File: src/hw/gmii_tx_config.svh
// gmii transmit converter
// global widths, byte count and inter-frame gap length

`ifndef GMII_TX_CONFIG_SVH
`define GMII_TX_CONFIG_SVH

////////////////////////////////////////////////////////////
// word layout

`define GMII_TX_DATA_W      128   // payload bits per packet word
`define GMII_TX_WORD_BYTES  16    // payload bytes per packet word
`define GMII_TX_WORD_W      134   // flag + invalid count + payload

////////////////////////////////////////////////////////////
// byte side

`define GMII_TX_BYTE_W      8     // gmii data width

// minimum idle cycles between two frames
`define GMII_TX_IFG_CYCLES  22

`endif
File: src/hw/gmii_tx_pkg.sv
// gmii transmit converter types
// packet word layout as delivered by the packet buffer

`include "gmii_tx_config.svh"

package gmii_tx_pkg;

    ////////////////////////////////////////////////////////////
    // position of a word inside its packet

    typedef enum logic [1:0] {
        flag_middle = 2'b00,
        flag_first  = 2'b01,
        flag_last   = 2'b10   // 2'b11 (single word) not supported
    } word_flag_t;

    ////////////////////////////////////////////////////////////
    // packet word, msb first: flag, invalid tail bytes, data

    typedef struct packed {
        word_flag_t                 flag;
        logic [3:0]                 inv_cnt;  // unused bytes at the tail of a last word
        logic [`GMII_TX_DATA_W-1:0] data;     // byte 0 sits in the top 8 bits
    } pkt_word_t;

    // bytes left to send in one word, 0 to 16
    typedef logic [$clog2(`GMII_TX_WORD_BYTES+1)-1:0] byte_cnt_t;

endpackage

File: src/hw/gmii_tx_top.sv
// gmii transmit converter for one port
// 134-bit packet words in, gmii style byte stream out

`include "gmii_tx_config.svh"

module gmii_tx_top (
    input  logic                       i_clk,
    input  logic                       i_rst_n,
    input  gmii_tx_pkg::pkt_word_t     i_data,
    input  logic                       i_data_wr,
    output logic                       o_pkt_rd_req,
    output logic                       o_pkt_tx_finish,
    output logic [`GMII_TX_BYTE_W-1:0] o_data,
    output logic                       o_data_wr
);

    ////////////////////////////////////////////////////////////
    // internal connections

    logic                       head_valid;
    gmii_tx_pkg::pkt_word_t     head_word;
    logic                       pop;
    logic                       ser_ready;
    logic                       load;
    logic [`GMII_TX_DATA_W-1:0] load_data;
    gmii_tx_pkg::byte_cnt_t     load_count;

    word_buffer word_buffer_i (
        .i_clk           (i_clk),
        .i_rst_n         (i_rst_n),
        .i_data_wr       (i_data_wr),
        .i_data          (i_data),
        .i_pop           (pop),
        .o_head_valid    (head_valid),
        .o_head_word     (head_word),
        .o_pkt_rd_req    (o_pkt_rd_req),
        .o_pkt_tx_finish (o_pkt_tx_finish)
    );

    frame_sequencer frame_sequencer_i (
        .i_clk        (i_clk),
        .i_rst_n      (i_rst_n),
        .i_head_valid (head_valid),
        .i_head_word  (head_word),
        .i_ser_ready  (ser_ready),
        .o_pop        (pop),
        .o_load       (load),
        .o_load_data  (load_data),
        .o_load_count (load_count)
    );

    byte_serializer byte_serializer_i (
        .i_clk        (i_clk),
        .i_rst_n      (i_rst_n),
        .i_load       (load),
        .i_load_data  (load_data),
        .i_load_count (load_count),
        .o_ready      (ser_ready),
        .o_data       (o_data),
        .o_data_wr    (o_data_wr)
    );

endmodule

File: src/hw/byte_serializer.sv
// word to byte shifter
// sends the loaded word msb byte first, one byte per cycle

`include "gmii_tx_config.svh"

module byte_serializer (
    input  logic                       i_clk,
    input  logic                       i_rst_n,
    input  logic                       i_load,
    input  logic [`GMII_TX_DATA_W-1:0] i_load_data,
    input  gmii_tx_pkg::byte_cnt_t     i_load_count,
    output logic                       o_ready,
    output logic [`GMII_TX_BYTE_W-1:0] o_data,
    output logic                       o_data_wr
);

    localparam int data_w = `GMII_TX_DATA_W;
    localparam int byte_w = `GMII_TX_BYTE_W;

    logic [data_w-1:0]      shift_q;
    gmii_tx_pkg::byte_cnt_t cnt_q;      // bytes still to send, current one included

    ////////////////////////////////////////////////////////////
    // shift register

    always_ff @(posedge i_clk) begin
        if (i_load) begin
            shift_q <= i_load_data;
        end else if (cnt_q != '0) begin
            shift_q <= shift_q << byte_w;   // next byte moves to the top
        end
    end

    always_ff @(posedge i_clk or negedge i_rst_n) begin
        if (!i_rst_n) begin
            cnt_q <= '0;
        end else if (i_load) begin
            cnt_q <= i_load_count;
        end else if (cnt_q != '0) begin
            cnt_q <= cnt_q - gmii_tx_pkg::byte_cnt_t'(1);
        end
    end

    ////////////////////////////////////////////////////////////
    // byte output

    assign o_data    = shift_q[data_w-1 -: byte_w];
    assign o_data_wr = cnt_q != '0;

    // a new word may replace the final byte without a bubble
    assign o_ready = cnt_q <= gmii_tx_pkg::byte_cnt_t'(1);

    a_load_when_ready : assert property (
        @(posedge i_clk) disable iff (!i_rst_n)
        i_load |-> o_ready
    );

endmodule

File: src/hw/frame_sequencer.sv
// frame state machine
// hands buffered words to the serializer in frame order and
// holds the line idle for the inter-frame gap after each frame

`include "gmii_tx_config.svh"

module frame_sequencer (
    input  logic                          i_clk,
    input  logic                          i_rst_n,
    input  logic                          i_head_valid,
    input  gmii_tx_pkg::pkt_word_t        i_head_word,
    input  logic                          i_ser_ready,
    output logic                          o_pop,
    output logic                          o_load,
    output logic [`GMII_TX_DATA_W-1:0]    o_load_data,
    output gmii_tx_pkg::byte_cnt_t        o_load_count
);

    localparam int ifg_cycles = `GMII_TX_IFG_CYCLES;
    localparam int gap_w      = $clog2(ifg_cycles);

    typedef enum logic [1:0] {
        st_idle,    // waiting for a first word
        st_frame,   // feeding middle and last words
        st_drain,   // last word still being sent
        st_gap      // inter-frame gap
    } seq_state_t;

    seq_state_t       state_q;
    seq_state_t       next_state;
    logic [gap_w-1:0] gap_cnt_q;
    logic             head_first;
    logic             head_last;
    logic             gap_done;

    assign head_first = i_head_word.flag == gmii_tx_pkg::flag_first;
    assign head_last  = i_head_word.flag == gmii_tx_pkg::flag_last;
    assign gap_done   = gap_cnt_q == gap_w'(ifg_cycles - 1);

    ////////////////////////////////////////////////////////////
    // next state and load strobes

    always_comb begin
        next_state = state_q;
        o_load     = 1'b0;
        o_pop      = 1'b0;
        unique case (state_q)
            st_idle: begin
                if (i_head_valid && !head_first) begin
                    o_pop = 1'b1;                 // stray word cannot open a frame
                end else if (i_head_valid && i_ser_ready) begin
                    o_load     = 1'b1;
                    o_pop      = 1'b1;
                    next_state = st_frame;
                end
            end
            st_frame: begin
                if (i_head_valid && i_ser_ready) begin
                    o_load = 1'b1;
                    o_pop  = 1'b1;
                    if (head_last) begin
                        next_state = st_drain;
                    end
                end
            end
            st_drain: begin
                if (i_ser_ready) begin
                    next_state = st_gap;          // final byte goes out this cycle
                end
            end
            st_gap: begin
                if (gap_done) begin
                    next_state = st_idle;
                end
            end
            default: next_state = st_idle;
        endcase
    end

    always_ff @(posedge i_clk or negedge i_rst_n) begin
        if (!i_rst_n) begin
            state_q   <= st_idle;
            gap_cnt_q <= '0;
        end else begin
            state_q   <= next_state;
            gap_cnt_q <= (state_q == st_gap) ? gap_cnt_q + 1'b1 : '0;
        end
    end

    // trim the tail on the last word only
    assign o_load_data  = i_head_word.data;
    assign o_load_count = head_last
        ? gmii_tx_pkg::byte_cnt_t'(`GMII_TX_WORD_BYTES)
          - gmii_tx_pkg::byte_cnt_t'(i_head_word.inv_cnt)
        : gmii_tx_pkg::byte_cnt_t'(`GMII_TX_WORD_BYTES);

    // during the gap the serializer is empty and nothing new is loaded
    a_gap_quiet : assert property (
        @(posedge i_clk) disable iff (!i_rst_n)
        (state_q == st_gap) |-> (i_ser_ready && !o_load)
    );

endmodule

File: src/hw/word_buffer.sv
// two-slot ping-pong store for packet words
// requests a new word while a slot is free and flags the
// last word of a packet as it is written

module word_buffer (
    input  logic                   i_clk,
    input  logic                   i_rst_n,
    input  logic                   i_data_wr,
    input  gmii_tx_pkg::pkt_word_t i_data,
    input  logic                   i_pop,
    output logic                   o_head_valid,
    output gmii_tx_pkg::pkt_word_t o_head_word,
    output logic                   o_pkt_rd_req,
    output logic                   o_pkt_tx_finish
);

    gmii_tx_pkg::pkt_word_t slot_q [2];
    logic [1:0]             valid_q;
    logic                   wr_ptr_q;   // next slot to fill
    logic                   rd_ptr_q;   // oldest filled slot

    ////////////////////////////////////////////////////////////
    // slot storage, payload only

    always_ff @(posedge i_clk) begin
        if (i_data_wr) begin
            slot_q[wr_ptr_q] <= i_data;
        end
    end

    ////////////////////////////////////////////////////////////
    // occupancy and pointers

    always_ff @(posedge i_clk or negedge i_rst_n) begin
        if (!i_rst_n) begin
            valid_q  <= 2'b00;
            wr_ptr_q <= 1'b0;
            rd_ptr_q <= 1'b0;
        end else begin
            // write and pop never touch the same slot in one cycle
            for (int i = 0; i < 2; i++) begin
                if (i_data_wr && (wr_ptr_q == 1'(i))) begin
                    valid_q[i] <= 1'b1;
                end else if (i_pop && (rd_ptr_q == 1'(i))) begin
                    valid_q[i] <= 1'b0;
                end
            end
            if (i_data_wr) begin
                wr_ptr_q <= ~wr_ptr_q;
            end
            if (i_pop) begin
                rd_ptr_q <= ~rd_ptr_q;
            end
        end
    end

    assign o_head_valid = valid_q[rd_ptr_q];
    assign o_head_word  = slot_q[rd_ptr_q];

    // free slot means the source may send one more word
    assign o_pkt_rd_req    = ~(valid_q[0] & valid_q[1]);
    assign o_pkt_tx_finish = i_data_wr && (i_data.flag == gmii_tx_pkg::flag_last);

    // source must respect the read request
    a_no_write_when_full : assert property (
        @(posedge i_clk) disable iff (!i_rst_n)
        i_data_wr |-> !(valid_q[0] && valid_q[1])
    );

endmodule

File: config.mk
export PLATFORM = sky130hd
export DESIGN_NAME = gmii_tx_top
export DESIGN_NICKNAME = d
export VERILOG_FILES = /design/src/hw/gmii_tx_pkg.sv /design/src/hw/gmii_tx_top.sv /design/src/hw/byte_serializer.sv /design/src/hw/frame_sequencer.sv /design/src/hw/word_buffer.sv
export VERILOG_INCLUDE_DIRS = /design/src /design/src/hw
export SDC_FILE = /design/constraint.sdc
export NUM_CORES = 1
export LEC_CHECK = 0
export CAP_MARGIN = 30
export CORE_AREA = 2 2 155 157
export DETAILED_ROUTE_END_ITERATION = 8
export DIE_AREA = 0 0 157 159
export DONT_BUFFER_PORTS = 1
export PLACE_DENSITY = 0.83
export SLEW_MARGIN = 20
export SYNTH_ARGS = -nofsm -noshare
export SYNTH_HDL_FRONTEND = slang
export SYNTH_SLANG_ARGS = --single-unit
File: constraint.sdc
create_clock -name i_clk -period 10.3 [get_ports i_clk]
set_input_delay 3.09 -clock i_clk [delete_from_list [all_inputs] [get_ports i_clk]]
set_output_delay 3.09 -clock i_clk [all_outputs]
set_load 0.05 [all_outputs]
==> results of run 1 <==
==> metal layers <==
| metal | global-route usage (%) | up-vias |
|---|---|---|
| li1 | - | 3495 |
| met3 | 7.431 | 43 |
| met5 | 0 | - |
| met4 | 5.963 | 0 |
| met2 | 34.85 | 188 |
| met1 | 25.16 | 3613 |
==> power by group through the flow <==
stage	registers, mW	clock network (mW)	logic, mW
finish	2.67	1.31	0.952
CTS	2.68	1.34	0.955
global placement	2.68	0	0.908
global route	2.71	1.40	1.07
floorplan	2.61	0	0.844
detailed placement	2.71	0	0.940
==> metrics by stage <==
step	utilization, %	instances	cell area, µm²	setup slack [ps]	hold WS [ps]
after floorplan	-	933	15600	694.9	457.1
after detailed placement	68.21	1208	15820	3612	484.0
after global placement	68.21	1208	15820	3610	474.8
after CTS	73.24	1275	16990	3612	502.8
after global routing	73.56	1278	17060	3605	529.5
final	73.56	1278	17060	3611	497.5
==> synthesized netlist by cell type, types with 2 or more instances <==
cell type	number
a21oi_1	4
a31oi_1	2
and2_1	4
and3b_1	2
buf_1	4
buf_2	19
buf_4	9
buf_6	3
clkbuf_1	17
dfrtp_1	16
edfxtp_1	396
ha_1	10
inv_1	8
mux2i_1	134
nand2_1	127
nand3_1	7
nor2_1	15
nor2b_1	4
o21ai_0	123
o21ai_1	3
o31ai_1	2
xnor2_1	4
xor2_1	6
==> placed cells by master, fill, tap and decap left out, types with 2 or more instances in the layout <==
cell type	count
nor2b_1	3
buf_16	2
a21oi_1	4
clkinvlp_4	2
ha_1	10
xor2_1	6
nand2_1	127
clkbuf_16	41
dfrtp_1	15
o21ai_0	123
clkbuf_1	9
mux2i_1	134
o21ai_1	3
clkinv_1	7
and2_1	4
o31ai_1	2
nand3_1	6
buf_4	8
xnor2_1	4
clkinv_2	7
and3b_1	2
inv_1	7
a31oi_1	2
nor2_1	15
edfxtp_1	396
==> flip-flops by register name (all words and copies together) (netlist names) <==
name	cells
frame_sequencer_i.state_q	2
word_buffer_i.slot_q	268
word_buffer_i.rd_ptr_q	1
word_buffer_i.wr_ptr_q	1
byte_serializer_i.shift_q	128
byte_serializer_i.cnt_q	5
word_buffer_i.valid_q	2
frame_sequencer_i.gap_cnt_q	5
==> path summary, 6_finish.rpt <==
kind	end	slack (ps)	cells after the start
max in group asynchronous	byte_serializer_i.cnt_q[2]	7950	0
worst min-delay path	frame_sequencer_i.gap_cnt_q[0]	500	1
worst min register to register	frame_sequencer_i.gap_cnt_q[0]	500	1
worst max register to register	byte_serializer_i.shift_q[25]	6660	6
min in group asynchronous	word_buffer_i.wr_ptr_q	2250	0
worst max-delay path	o_pkt_tx_finish	3610	1
==> cell type report <==
class | instances | area, µm²
flip-flops and latches | 412 | 12300
fillers | 1368 | 6132
multi-input cells | 461 | 3029
clock buffers | 50 | 1060
well taps | 319 | 399.1
repair buffers | 11 | 135.1
clock inverters | 17 | 106.4
inverters | 8 | 35.03
==> kinds of logic after synthesis <==
family	share of synthesized area, %
fa+ha+maj	0.8021
buf+inv	1.957
mux	8.671
compound gates	4.652
simple gates	4.556
xor+xnor	0.5615
flops	78.80
==> metrics.txt, run 1 <==
routed wl met2 approximately 13000 µm; setup TNS 0 ps; Post-layout nets 1080; I/O pin total 148; area grow syn2layout 9.369%; worst skew pair latency 530 ps; CTS tree done; Core Box Area 23190 µm²; Syn. warnings 0; reg2reg start word_buffer_i.rd_ptr_q; clock sink total 412; crit path cell chain and3b_1; internal power 3.537 mW; Switch Pwr 1.392 mW; required time of the critical path 7210 ps; slowest cell on the critical path and3b_1; Buf/Inv on CP 0; Synth Instances 933; # rows 56; post-DR wirelength/cell 19.93 µm; Unique masters post-synth 37; cts hold-fix bufs 0; CP Launch Type input pin; Leak Pwr 6.377 nW; initial antenna violation count 0; slowest stage delay, CP 510 ps; final setup vio count 0; crit path launch i_data[132]; die height roughly 160 µm; number of synthesized flops with an enable pin 396; Hold WC Path Type reg -> reg; status complete, no violations; syn nets 1080; Final Cycle Share about two thirds; post-CTS setup buffers 0; H-tree depth 2; Power Total 4.930 mW; clock-pin slew on the worst setup and hold paths 60 ps; ys flop type edfxtp_1; Residual DRC 0; ratio of cells with drive above 1 in the final layout 7.404%; Final ANT Viol Nets 0; HPWL after DPL 14990 µm; f_max between 100 and 150 MHz; Max Transition Viols Final 0; top cell type's share of synthesized area between 70% and 80%; Top Family by Delay on Critical Path simple AND/OR/NAND/NOR gates; Async SR Flop Fraction 3.883%; Yosys reg bits just over 400; transition time of the tightest slew-check pin approximately 900 ps; routed length on met1 9810 µm; Worst Skew about 25 ps; unrepaired setup endpoints after global routing false; via-per-instance ratio between 5 and 6; Logic pwr share between 10% and 20%; cts bufs inserted 39; maximum vdd drop about 0.18 mV; worst-case clock buffer depth 3; largest cells by area after synthesis edfxtp_1 76%, mux2i_1 8.6%, o21ai_0 3.9%; Tot GR Track Use about a fifth; Pre-antenna DRT Iters 5; critical path start-end classification in -> out; met3 wire length around 2100 µm; maxcap violations 0; die area 24960 µm²; vias in the first global route approximately 7700; # resized after CTS 0; final WL around 25000 µm; top layer in use met4; drt initial violations 553; Worst EP arrival roughly 3600 ps; crit end category output pin; area leader, netlist edfxtp_1; final number of hold-violating endpoints 0; DR vias 7339; GPL Wtd Cong 0.7282; Seq pwr share 54.1%; Syn Area/Cell 16.72 µm²; antenna cell count 0; synthesized cell area 15600 µm²; Root Buffer clkbuf_16; Cell Pwr Density slightly below 300 nW/µm²; HP Start frame_sequencer_i.gap_cnt_q[0]; maximum fanout along the worst path 3; Sw Share 28.25%; port bufs 0; sequential fraction of the synthesis area 78.80%; Die W about 160 µm; largest net degree at the start of global routing 109; first-pass GRT wire length 39520 µm; Clk pwr share 26.6%; Initial Util about two thirds; Max-slew headroom 39.97%; global route overflow 0; fin crit period 6689 ps
(Power assumes the default switching activity.)
==> run 2: changes to the inputs <==
--- a/config.mk
+++ b/config.mk
@@ -7,11 +7,11 @@
 export NUM_CORES = 1
 export LEC_CHECK = 0
 export CAP_MARGIN = 30
-export CORE_AREA = 2 2 155 157
+export CORE_AREA = 2 2 161 163
 export DETAILED_ROUTE_END_ITERATION = 8
-export DIE_AREA = 0 0 157 159
+export DIE_AREA = 0 0 163 165
 export DONT_BUFFER_PORTS = 1
-export PLACE_DENSITY = 0.83
+export PLACE_DENSITY = 0.78
 export SLEW_MARGIN = 20
 export SYNTH_ARGS = -nofsm -noshare
 export SYNTH_HDL_FRONTEND = slang
==> constraint.sdc (replaced) <==
create_clock -name i_clk -period 7 [get_ports i_clk]
set_input_delay 2.1 -clock i_clk [delete_from_list [all_inputs] [get_ports i_clk]]
set_output_delay 2.1 -clock i_clk [all_outputs]
set_load 0.05 [all_outputs]
==> run 2 against run 1 <==
Compared with the run above: sequential cell count unchanged; routed wire length decreased by 2.1%; sequential power increased by 47%; cell count increased by 1.1%; largest cell class unchanged; register-to-register slack got worse by 3300 ps; critical path depth unchanged.
==> metrics.txt, run 2 (same netlist as run 1, synthesis figures left out) <==
fin crit period 4722 ps; Core Box Area 25040 µm²; Worst EP arrival roughly 2600 ps; ratio of cells with drive above 1 in the final layout 7.692%; Die W between 150 and 200 µm; Leak Pwr 6.410 nW; gr busiest metal met2; critical path start-end classification in -> out; antenna cell count 0; final WL about 25000 µm; Worst Skew 11.26 ps; crit path cell chain and3b_1; drt initial violations 550; vias in the first global route 7470; slowest cell on the critical path and3b_1; cts bufs inserted just over 40; most frequent cells in the layout 396 x edfxtp_1, 134 x mux2i_1, 127 x nand2_1; final setup vio count 0; f_max 211.8 MHz; I/O pin total 148; most common cell after layout, fill and taps aside edfxtp_1; Max Transition Viols Final 0; status complete, no violations; HPWL after DPL about 14000 µm; top flop regs word_buffer_i.slot_q x268, byte_serializer_i.shift_q x128; # rows just under 60; # resized after CTS 0; die height 165 µm; post-route insts no fill about 1300; DR vias 7246; Tot GR Track Use 18.60%; post-CTS setup buffers 0; worst-case clock buffer depth 3; met3 Usage GRT 6.705%; initial antenna violation count 0; Top Family by Delay on Critical Path simple AND/OR/NAND/NOR gates; clock sink total 412; met1 Use GR a little over a fifth; max reg flops 268; die area roughly 27000 µm²; crit end category output pin; GPL Wtd Cong about 0.77; final number of hold-violating endpoints 0; H-tree depth 2; transition time of the tightest slew-check pin roughly 1000 ps; post-DR wirelength/cell roughly 19 µm; clock-pin slew on the worst setup and hold paths ~60 ps; Hold WC Path Type reg -> reg; cts hold-fix bufs 0; unrepaired setup endpoints after global routing false; slowest stage delay, CP around 520 ps; GRT met2 Usage around a third; Hold WS 491.7 ps; port bufs 0; area grow syn2layout 9.858%; via-per-instance ratio 5.608; worst skew pair latency 510 ps; Max-slew headroom a little over a third; Root Buffer clkbuf_16; Buf/Inv on CP 0; CTS tree done; global route overflow 0; Cell Pwr Density 429.3 nW/µm²; Residual DRC 0; maximum fanout along the worst path 3; Initial Util 62.30%; Pre-antenna DRT Iters 4; setup TNS 0 ps; maximum vdd drop 0.2783 mV; CP Launch Type input pin; required time of the critical path approximately 4900 ps; largest net degree at the start of global routing 137; maxcap violations 0; Final Cycle Share 67.45%; Post-layout nets between 1000 and 1500; largest reg by FF count word_buffer_i.slot_q; Final ANT Viol Nets 0; first-pass GRT wire length 38360 µm; Post-Place Cells ~1200
run 2: where the power goes:
part	total (mW)	leakage, nW	switching [mW]	internal (mW)
registers	3.92	4.16	0.336	3.58
logic	1.37	1.62	0.864	0.511
clock network	2.06	0.624	0.847	1.22
run 2: final cells by class:
cell class	instances	area [µm²]
Inverter	8	35.03
Tap cell	330	412.9
Timing Repair Buffer	8	92.59
Clock buffer	46	1045
Sequential cell	412	12300
Fill cell	1636	7900
Multi-Input combinational cell	461	3029
Clock inverter	27	226.5
run 2: final timing paths:
path | start | endpoint | slack [ps] | cells past startpoint
max in group asynchronous | i_rst_n | word_buffer_i.rd_ptr_q | 5640 | 0
min in group asynchronous | i_rst_n | word_buffer_i.wr_ptr_q | 1280 | 0
worst max register to register | word_buffer_i.rd_ptr_q | byte_serializer_i.shift_q[102] | 3350 | 6
worst min register to register | frame_sequencer_i.gap_cnt_q[0] | frame_sequencer_i.gap_cnt_q[0] | 490 | 1
worst max-delay path | i_data[132] | o_pkt_tx_finish | 2280 | 1
worst min-delay path | frame_sequencer_i.gap_cnt_q[0] | frame_sequencer_i.gap_cnt_q[0] | 490 | 1
run 2: layer usage:
layer / up-vias / share of wire [%]
li1: 3491 / -
met1: 3514 / 38
met2: 186 / 51
met3: 55 / 8.5
met4: 0 / 2.8
met5: - / 0
run 2: stage by stage:
step                      utilization [%]  worst slack, ps  cell area, µm²  power [mW]
final                               68.45             2278           17140       7.357
after global routing                68.45             2272           17140       7.716
after CTS                           68.34             2272           17110       7.436
after detailed placement            63.26             2272           15840       5.358
after global placement              63.26             2287           15840       5.289
after floorplan                         -            930.7           15600       5.062
